`src/axi_defs_pkg.sv`:
```
package axi_defs_pkg;

  // field widths of the AXI read-address channel
  localparam int addr_width = 16;
  localparam int id_width = 4;
  localparam int len_width = 8;
  localparam int size_width = 3;
  localparam int burst_width = 2;

  // burst type encodings as defined by AXI, code 3 is reserved
  localparam logic [burst_width-1:0] burst_fixed = 2'd0;
  localparam logic [burst_width-1:0] burst_incr = 2'd1;
  localparam logic [burst_width-1:0] burst_wrap = 2'd2;

endpackage

```
`src/split_cfg_pkg.sv`:
```
package split_cfg_pkg;

  // depth of the beat request FIFO, kept a power of two so the pointers wrap freely
  localparam int fifo_depth = 4;
  localparam int fifo_ptr_width = 2;

  // the iterator either waits for a request or walks through a burst
  typedef enum logic {
    iter_idle,
    iter_burst
  } iter_state_t;

endpackage

```
`src/burst_addr_gen.sv`:
```
`timescale 1ns/1ps

module burst_addr_gen
  import axi_defs_pkg::*;
(
  input  logic                   clk,
  input  logic                   rst_n,
  input  logic                   load,
  input  logic                   step,
  input  logic [addr_width-1:0]  start_addr,
  input  logic [size_width-1:0]  size,
  input  logic [burst_width-1:0] burst,
  input  logic [len_width-1:0]   wrap_len,
  output logic [addr_width-1:0]  beat_addr
);

  logic [size_width-1:0]  size_q;
  logic [burst_width-1:0] burst_q;
  logic [addr_width-1:0]  wrap_mask;
  logic [addr_width-1:0]  addr_inc;
  logic [addr_width-1:0]  incr_addr;
  logic [addr_width-1:0]  next_addr;

  assign addr_inc  = addr_width'(1) << size_q;
  assign incr_addr = beat_addr + addr_inc;

  always_comb begin
    case (burst_q)
      burst_fixed: next_addr = beat_addr;
      burst_incr:  next_addr = incr_addr;
      // low bits roll over inside the wrap window, high bits stay put
      burst_wrap:  next_addr = (beat_addr & ~wrap_mask) | (incr_addr & wrap_mask);
      // the reserved code steps like INCR
      default:     next_addr = incr_addr;
    endcase
  end

  always_ff @(posedge clk) begin
    if (!rst_n) begin
      beat_addr <= '0;
    end else if (load) begin
      beat_addr <= start_addr;
    end else if (step) begin
      beat_addr <= next_addr;
    end
  end

  // the wrap window spans (len+1) transfers of 2**size bytes
  always_ff @(posedge clk) begin
    if (load) begin
      size_q    <= size;
      burst_q   <= burst;
      wrap_mask <= ((addr_width'(wrap_len) + 1'b1) << size) - 1'b1;
    end
  end

  // a load in the middle of a burst would swallow the step of a pushed beat
  a_load_step_exclusive: assert property (@(posedge clk) disable iff (!rst_n)
    !(load && step))
    else $error("load and step in the same cycle");

endmodule

```
`src/beat_req_fifo.sv`:
```
`timescale 1ns/1ps

module beat_req_fifo
  import axi_defs_pkg::*;
  import split_cfg_pkg::*;
(
  input  logic                  clk,
  input  logic                  rst_n,

  input  logic                  push,
  input  logic [addr_width-1:0] push_addr,
  input  logic [id_width-1:0]   push_id,
  input  logic [size_width-1:0] push_size,
  input  logic                  push_last,
  output logic                  full,

  output logic                  m_valid,
  output logic [addr_width-1:0] m_addr,
  output logic [id_width-1:0]   m_id,
  output logic [size_width-1:0] m_size,
  output logic                  m_last,
  input  logic                  m_ready
);

  logic [addr_width-1:0] addr_mem [fifo_depth];
  logic [id_width-1:0]   id_mem   [fifo_depth];
  logic [size_width-1:0] size_mem [fifo_depth];
  logic                  last_mem [fifo_depth];

  logic [fifo_ptr_width-1:0] wr_ptr;
  logic [fifo_ptr_width-1:0] rd_ptr;
  logic [fifo_ptr_width:0]   count;
  logic                      pop;

  assign pop     = m_valid && m_ready;
  assign m_valid = count != '0;
  assign full    = count == (fifo_ptr_width + 1)'(fifo_depth);

  // head entry is shown directly, so it stays put until popped
  assign m_addr = addr_mem[rd_ptr];
  assign m_id   = id_mem[rd_ptr];
  assign m_size = size_mem[rd_ptr];
  assign m_last = last_mem[rd_ptr];

  always_ff @(posedge clk) begin
    if (push) begin
      addr_mem[wr_ptr] <= push_addr;
      id_mem[wr_ptr]   <= push_id;
      size_mem[wr_ptr] <= push_size;
      last_mem[wr_ptr] <= push_last;
    end
  end

  always_ff @(posedge clk) begin
    if (!rst_n) begin
      wr_ptr <= '0;
      rd_ptr <= '0;
      count  <= '0;
    end else begin
      if (push) begin
        wr_ptr <= wr_ptr + 1'b1;
      end
      if (pop) begin
        rd_ptr <= rd_ptr + 1'b1;
      end
      case ({push, pop})
        2'b10:   count <= count + 1'b1;
        2'b01:   count <= count - 1'b1;
        default: count <= count;
      endcase
    end
  end

  a_count_bound: assert property (@(posedge clk) disable iff (!rst_n)
    count <= (fifo_ptr_width + 1)'(fifo_depth))
    else $error("FIFO count above depth");

  a_head_stable: assert property (@(posedge clk) disable iff (!rst_n)
    m_valid && !m_ready |=> m_valid && $stable({m_addr, m_id, m_size, m_last}))
    else $error("manager beat changed while stalled");

endmodule

```
`src/burst_iter_ctrl.sv`:
```
`timescale 1ns/1ps

module burst_iter_ctrl
  import axi_defs_pkg::*;
  import split_cfg_pkg::*;
(
  input  logic                   clk,
  input  logic                   rst_n,

  input  logic                   s_valid,
  input  logic [addr_width-1:0]  s_addr,
  input  logic [id_width-1:0]    s_id,
  input  logic [len_width-1:0]   s_len,
  input  logic [size_width-1:0]  s_size,
  input  logic [burst_width-1:0] s_burst,
  output logic                   s_ready,

  output logic                   load,
  output logic                   step,
  output logic [addr_width-1:0]  start_addr,
  output logic [size_width-1:0]  size,
  output logic [burst_width-1:0] burst,
  output logic [len_width-1:0]   wrap_len,

  input  logic                   full,
  output logic                   push,
  output logic [id_width-1:0]    push_id,
  output logic [size_width-1:0]  push_size,
  output logic                   push_last
);

  iter_state_t           state;
  logic [len_width-1:0]  beats_left;
  logic [id_width-1:0]   burst_id;
  logic [size_width-1:0] burst_size;
  logic                  accept;

  assign accept = s_valid && s_ready;

  // the address generator samples the request fields in the accept cycle
  assign load       = accept;
  assign start_addr = s_addr;
  assign size       = s_size;
  assign burst      = s_burst;
  assign wrap_len   = s_len;

  // one beat per cycle whenever the FIFO has room
  assign push      = (state == iter_burst) && !full;
  assign push_last = push && (beats_left == '0);
  assign step      = push;

  assign push_id   = burst_id;
  assign push_size = burst_size;

  always_ff @(posedge clk) begin
    if (!rst_n) begin
      state   <= iter_idle;
      s_ready <= 1'b1;
    end else begin
      case (state)
        iter_idle: begin
          if (accept) begin
            state   <= iter_burst;
            s_ready <= 1'b0;
          end
        end
        iter_burst: begin
          // the final beat went into the FIFO, so take the next request
          if (push_last) begin
            state   <= iter_idle;
            s_ready <= 1'b1;
          end
        end
        default: begin
          state   <= iter_idle;
          s_ready <= 1'b1;
        end
      endcase
    end
  end

  // request fields held for the whole burst
  always_ff @(posedge clk) begin
    if (accept) begin
      burst_id   <= s_id;
      burst_size <= s_size;
    end
  end

  always_ff @(posedge clk) begin
    if (!rst_n) begin
      beats_left <= '0;
    end else if (accept) begin
      beats_left <= s_len;
    end else if (push && !push_last) begin
      beats_left <= beats_left - 1'b1;
    end
  end

  // a full FIFO stalls the burst and freezes its beat count
  a_stall_holds_count: assert property (@(posedge clk) disable iff (!rst_n)
    state == iter_burst && full |=> state == iter_burst && $stable(beats_left))
    else $error("beat count moved while the FIFO was full");

  // the controller only goes idle once the beat count has run out
  a_idle_count_done: assert property (@(posedge clk) disable iff (!rst_n)
    state == iter_idle |-> beats_left == '0)
    else $error("beats left over while idle");

  // a new request must not be taken while beats of the current one remain
  a_ready_low_in_burst: assert property (@(posedge clk) disable iff (!rst_n)
    state == iter_burst |-> !s_ready)
    else $error("s_ready high during a burst");

endmodule

```
`src/burst_splitter.sv`:
```
`timescale 1ns/1ps

module burst_splitter
  import axi_defs_pkg::*;
(
  input  logic                   clk,
  input  logic                   rst_n,

  input  logic                   s_valid,
  input  logic [addr_width-1:0]  s_addr,
  input  logic [id_width-1:0]    s_id,
  input  logic [len_width-1:0]   s_len,
  input  logic [size_width-1:0]  s_size,
  input  logic [burst_width-1:0] s_burst,
  output logic                   s_ready,

  output logic                   m_valid,
  output logic [addr_width-1:0]  m_addr,
  output logic [id_width-1:0]    m_id,
  output logic [size_width-1:0]  m_size,
  output logic                   m_last,
  input  logic                   m_ready
);

  logic                   load;
  logic                   step;
  logic [addr_width-1:0]  start_addr;
  logic [size_width-1:0]  size;
  logic [burst_width-1:0] burst;
  logic [len_width-1:0]   wrap_len;
  logic [addr_width-1:0]  beat_addr;
  logic                   full;
  logic                   push;
  logic [id_width-1:0]    push_id;
  logic [size_width-1:0]  push_size;
  logic                   push_last;

  burst_iter_ctrl burst_iter_ctrl_i (
    .clk        (clk),
    .rst_n      (rst_n),
    .s_valid    (s_valid),
    .s_addr     (s_addr),
    .s_id       (s_id),
    .s_len      (s_len),
    .s_size     (s_size),
    .s_burst    (s_burst),
    .s_ready    (s_ready),
    .load       (load),
    .step       (step),
    .start_addr (start_addr),
    .size       (size),
    .burst      (burst),
    .wrap_len   (wrap_len),
    .full       (full),
    .push       (push),
    .push_id    (push_id),
    .push_size  (push_size),
    .push_last  (push_last)
  );

  burst_addr_gen burst_addr_gen_i (
    .clk        (clk),
    .rst_n      (rst_n),
    .load       (load),
    .step       (step),
    .start_addr (start_addr),
    .size       (size),
    .burst      (burst),
    .wrap_len   (wrap_len),
    .beat_addr  (beat_addr)
  );

  beat_req_fifo beat_req_fifo_i (
    .clk        (clk),
    .rst_n      (rst_n),
    .push       (push),
    .push_addr  (beat_addr),
    .push_id    (push_id),
    .push_size  (push_size),
    .push_last  (push_last),
    .full       (full),
    .m_valid    (m_valid),
    .m_addr     (m_addr),
    .m_id       (m_id),
    .m_size     (m_size),
    .m_last     (m_last),
    .m_ready    (m_ready)
  );

endmodule

```
`config.mk`:
```
export PLATFORM = sky130hd
export DESIGN_NAME = burst_splitter
export DESIGN_NICKNAME = d
export VERILOG_FILES = /design/src/axi_defs_pkg.sv /design/src/split_cfg_pkg.sv /design/src/burst_addr_gen.sv /design/src/beat_req_fifo.sv /design/src/burst_iter_ctrl.sv /design/src/burst_splitter.sv
export SDC_FILE = /design/constraint.sdc
export NUM_CORES = 1
export LEC_CHECK = 0
export BUFFER_PORTS_ARGS = -buffer_cell sky130_fd_sc_hd__buf_2
export CAP_MARGIN = 20
export CORE_ASPECT_RATIO = 0.8
export CORE_MARGIN = 3
export CORE_UTILIZATION = 40
export DETAILED_ROUTE_END_ITERATION = 7
export GPL_TIMING_DRIVEN = 0
export PLACE_DENSITY = 0.59
export SYNTH_ARGS = -nofsm -noshare
export SYNTH_HDL_FRONTEND = slang
export SYNTH_SLANG_ARGS = --single-unit
```
`constraint.sdc`:
```
create_clock -name clk -period 6.1 [get_ports clk]
set_input_delay 0.61 -clock clk [delete_from_list [all_inputs] [get_ports clk]]
set_output_delay 0.61 -clock clk [all_outputs]
set_load 0.05 [all_outputs]
```
---- After elaboration in Yosys (flattened, before gate mapping) ----
Memory sizes are Yosys's and may differ from the RTL's. A register that Yosys moved wholly into a read port is not among the register bits.
Cells that the tools add are included.
Widths: inputs -> output; s select.
storage, ports and cells
  bits in registers ....................... 58
  bits in writable memories ............... 96
  input bits .............................. 37
  output and inout port bits .............. 26
  logic and storage cells ................. 74
  memories ................................ 4
operators by class
  add/sub/neg operators ................... 8
  eq/ne operators ......................... 7
  shifts and indexed selects .............. 2
  mux-type cells .......................... 22
  bitwise operators ....................... 5
  reductions and logical operators ........ 15
memory list
  name                      words  bits a word  read ports  clocked after memory_dff  wr ports  line                 source
  beat_req_fifo_i.addr_mem  4      16           1           1                         1         beat_req_fifo.sv:25  logic [addr_width-1:0] addr_mem [fifo_depth];
  beat_req_fifo_i.id_mem    4      4            1           1                         1         beat_req_fifo.sv:26  logic [id_width-1:0] id_mem [fifo_depth];
  beat_req_fifo_i.size_mem  4      3            1           1                         1         beat_req_fifo.sv:27  logic [size_width-1:0] size_mem [fifo_depth];
  beat_req_fifo_i.last_mem  4      1            1           1                         1         beat_req_fifo.sv:28  logic last_mem [fifo_depth];
operators by type and width
  kind                   count
  $and 16x16->16         2
  $mux 16                2
  $pmux 16 s2            1
  $add 16x16->16         1
  $mux 2                 8
  $mux 8                 2
  $not 16->16            1
  $or 16x16->16          1
  $shl 1x3->16 const A   1
  $shl 16x3->16          1
  $sub 16x1->16 const B  1
  $add 8x1->9 const B    1
  $logic_not 8->1        1
  $sub 8x1->8 const B    1
  $mux 1                 6
  $ne 2x1->1 const B     3
  $pmux 3 s2             1
  $reduce_bool 2->1      3
  $logic_and 1x1->1      5
  $add 2x1->2 const B    2
  $eq 2x2->1 const B     2
  $pmux 1 s2             2
  $reduce_and 2->1       2
  $add 3x1->3 const B    1
  7 further kinds        8

---- Logic depth before layout (Yosys ltp) ----
  word-level depth ........................ 8
  mapped depth ............................ 11
  depth with buffers taken out ............ 11

---- Modules after synthesis ----
Synthesis repeated with hierarchy kept, for this count alone.
second synthesis, totals
  cell total of the unflattened synthesis .. 618
  area, all modules ....................... 8000.2 um2
by module, submodules not included
  module           times used  cells each  area each (um2)  sequential area each (um2)
  beat_req_fifo    1           173         3968.8           3062.9
  burst_addr_gen   1           338         3015.4           950.9
  burst_iter_ctrl  1           107         1016.0           410.4

---- Worst setup path after synthesis ----
Ideal clock, no wire load.
  kind .................................... input to register
  from .................................... input s_len[0]
  to ...................................... register burst_addr_gen_i.wrap_mask[15] (data pin)
  setup time .............................. 0.261 ns
  data arrival time ....................... 2.729 ns
  required time ........................... 5.839 ns
  slack ................................... 3.109 ns
  stages .................................. 10
  buffers on the path ..................... 1
  cells stage by stage .................... ha_1 clkbuf_1 mux2_2 o22ai_1 a2111oi_0 a211oi_1 and3b_1 nand3_2 nor3_2 mux2i_1
between the ends
  longest elaborated chain between the ends .. 3
ends and longest elaborated chain
  item                    line                  source
  start: declaration      burst_splitter.sv:12  input logic [len_width-1:0] s_len,
  $add 8x1->9             burst_addr_gen.sv:53  wrap_mask <= ((addr_width'(wrap_len) + 1'b1) << size) - 1'b1;
  $shl 16x3->16           burst_addr_gen.sv:53
  $sub 16x1->16           burst_addr_gen.sv:53
  end signal: assignment  burst_addr_gen.sv:53
  end: declaration        burst_addr_gen.sv:19  logic [addr_width-1:0] wrap_mask;
Every way passes these cells.
A chain may end at the register's enable or synchronous reset.

---- Worst setup path after layout ----
  from .................................... input s_len[1]
  to ...................................... register burst_addr_gen_i.wrap_mask[15] (data pin)
Same word-level chain as after synthesis.

==> flow_summary.json <==
{
  "status": "complete, no violations",
  "tightestPinTransition_ns": 0.888,
  "cts.clk_slew.worst_paths_ns": 0.07,
  "maxCapViolCount": 0,
  "postRouteAntennaNets": 0,
  "syn-instance-count": 598,
  "switchingPower_mw": 1.10,
  "synthToLayoutAreaGrowth_pct": 18.0,
  "share_comb_of_total_power_pct": 26.8,
  "period_needed_ns": 3.45,
  "setup_ws_ns": 2.65,
  "hold_class": "in -> reg",
  "whs_ns": 0.361,
  "crit_fanout": 10,
  "setup_viol": 0,
  "post_dp_cell_area_um2": 8390,
  "crit_buf_inv": 2,
  "wl_per_cell_um": 18.6,
  "io_pins": 63,
  "postLayoutCellArea_um2": 9050,
  "end_kind": "register",
  "slowest_delay_ns": 0.74,
  "grt_pass1_wl_mm": 27.7,
  "netlist.area_leader.share_pct": 47.4,
  "p_int_mw": 2.27,
  "dr_total_vias": 5121,
  "fin_nets": 736,
  "async_flop_share_pct": 0,
  "antenna_cells": 0,
  "busiest_layer": "met2",
  "first_iter_violations": 386,
  "p_leak_nw": 3.35,
  "cts-root-buf": "clkbuf_16",
  "ir_drop_mv": 0.160,
  "grt_max_degree": 35,
  "gp_congestion": 0.887,
  "period_share_pct": 56.6,
  "timing.fmax_mhz": 290,
  "dieArea_um2": 20900,
  "drt-total-wl_mm": 17.6,
  "cts_setup_buffers": 0,
  "synth_warnings": 0,
  "critPathRequiredTime_ns": 6.35,
  "syn-cell-area_um2": 7670,
  "cp.arrival_ns": 3.71,
  "p_clk_share_pct": 34.4,
  "synth_cell_type_count": 70,
  "coreArea_um2": 18500,
  "p_seq_share_pct": 38.9,
  "fillers": 1626,
  "slowest_stage": "a211oi_1",
  "gr-total-overflow": 0,
  "switching_share_pct": 32.7,
  "use_met3_pct": 3.43,
  "cts.sinks": 156,
  "relSlewSlack_pct": 40.8,
  "hold_viol_final": 0,
  "synth_common_cells": "edfxtp_1 (121), nand2_1 (46), o21ai_0 (40), dfxtp_1 (35), nor2_1 (29)",
  "worstSkewPairLatency_ns": 0.42,
  "post_cts_resize_count": 0,
  "start_util_pct": 41.4,
  "yosysSeqAreaShare_pct": 56.5,
  "placementRows": 44,
  "route.detailed.drc": 0,
  "power_mw": 3.37,
  "drt_first_pass_iters": 5,
  "cts_tree": "done",
  "max-clock-path-buffers": 2,
  "synth_edf_count": 121,
  "finalMaxSlewViolations": 0,
  "cts_hold_buf": 0,
  "met2_usage_pct": 27.6,
  "worstPathCellList": "buf_2 > ha_1 > clkbuf_1 > nand2_1 > o22ai_1 > a2111oi_0 > a211oi_1 > and3b_1 > nand3_2 > nor3_2 > mux2i_1",
  "path_class": "in -> reg",
  "grt_util_met1_pct": 23.9,
  "grt_use_total_pct": 17.2,
  "cts-htree-levels": 4,
  "avgViaCountPerCell": 5.41,
  "path_delay_family": "compound AO/OA/AOI/OAI gates",
  "rsz0062_at_grt": "no",
  "final.setup_skew_ns": 0.0109,
  "grt_antenna_before_repair": 0,
  "synth-seq-cells": 156,
  "synth_largest_area_cell": "edfxtp_1",
  "synthFlopType": "edfxtp_1",
  "dp_hpwl_mm": 12.7,
  "dp_slack_ns": 2.32,
  "synth_area_leaders": "edfxtp_1 (47%), dfxtp_1 (9.1%), mux4_2 (7.3%), ha_1 (2.6%), o21ai_0 (2.6%)",
  "layout-drive-gt1-share_pct": 22.6,
  "power.density_nw_per_um2": 373,
  "syn_nets": 653,
  "die_h_um": 130,
  "start_kind": "primary input",
  "portBuffers": 60,
  "cts_inserted_buffers": 17,
  "synth_most_common_cell": "edfxtp_1",
  "avgSynthCellArea_um2": 12.8,
  "setup_tns_ns": 0,
  "grt_pass1_vias": 4975,
  "die_w_um": 161
}
final cells by class:
cell class / instances / area (µm²) / share of cell area (%)
Tap cell: 253 / 317 / 3.50
Inverter: 21 / 78.8 / 0.871
Clock buffer: 17 / 425 / 4.70
Sequential cell: 156 / 4330 / 47.9
Buffer: 33 / 213 / 2.35
Timing Repair Buffer: 64 / 410 / 4.54
Multi-Input combinational cell: 388 / 3040 / 33.6
Clock inverter: 15 / 226 / 2.50
power groups by stage:
stage	Sequential (mW)	Clock (mW)	Combinational, mW
after floorplan	1.32	0	0.704
after global placement	1.33	0	0.886
after detailed placement	1.33	0	0.910
after CTS	1.31	1.18	0.915
after global routing	1.32	1.21	0.978
final	1.31	1.16	0.903
worst register-to-register path: stages, from the launching register on:
cell and delay (ns):
edfxtp_1 0.58, nor3_1 0.12, ha_1 0.22, fa_1 0.40
a21oi_1 0.26, o21bai_1 0.14, a21o_1 0.21, a21oi_1 0.21
o21ai_0 0.24, o2111ai_1 0.21, xor2_1 0.17, a21oi_1 0.08
routing by layer:
layer | up-vias | routed length, µm
met2 | 117 | 8180
met4 | 0 | 323
met1 | 2537 | 8500
met5 | - | 0
li1 | 2441 | -
met3 | 26 | 631
cells by family after synthesis:
group | after synthesis | synth area share [%]
AND/OR/NAND/NOR | 170 | 11.7
flip-flops | 156 | 56.5
AO/OA/AOI/OAI | 125 | 11.6
buffers and inverters | 54 | 3.79
XOR/XNOR | 39 | 4.46
multiplexers | 36 | 8.80
adder cells (fa/ha/maj) | 18 | 3.13
cells in the final DEF (no fill, tap or decap), types with 4 or more instances in the layout:
cell type / synthesis / layout
edfxtp_1: 121 / 121
buf_2: 4 / 64
nand2_1: 46 / 46
o21ai_0: 40 / 40
dfxtp_1: 35 / 35
nor2_1: 29 / 29
mux4_2: 25 / 25
xnor2_1: 20 / 20
xor2_1: 19 / 19
inv_1: 18 / 18
a21oi_1: 18 / 18
nand3_1: 17 / 17
clkbuf_16: 0 / 17
clkbuf_1: 17 / 16
ha_1: 16 / 16
nor3_1: 15 / 15
and2_1: 14 / 14
o211a_1: 13 / 13
mux2i_1: 10 / 10
o211ai_1: 7 / 7
clkbuf_8: 6 / 6
or3_1: 5 / 5
nand4_1: 5 / 5
nand2b_1: 5 / 5
inv_6: 0 / 5
a21o_1: 4 / 4
nor3b_1: 4 / 4
a21boi_0: 4 / 4
bufinv_16: 0 / 4
buf_16: 0 / 4
stage by stage:
| step | util (%) | instances |
|---|---|---|
| final | 48.9 | 947 |
| after detailed placement | 45.4 | 915 |
| after global routing | 48.9 | 947 |
| after global placement | 44.8 | 911 |
| after floorplan | - | 598 |
| after CTS | 48.9 | 947 |
worst paths after layout:
check                                    start                        endpoint  slack (ns)  cells after the start
hold / removal                         s_id[3]    burst_iter_ctrl_i.push_id[3]        0.36                      1
setup / recovery                      s_len[1]  burst_addr_gen_i.wrap_mask[15]        2.65                     11
setup reg to reg    burst_addr_gen_i.size_q[1]                        register        3.12                     11
hold reg to reg   burst_iter_ctrl_i.push_id[1]    beat_req_fifo_i.id_mem[2][1]        0.50                      0
(Power assumes the default switching activity.)
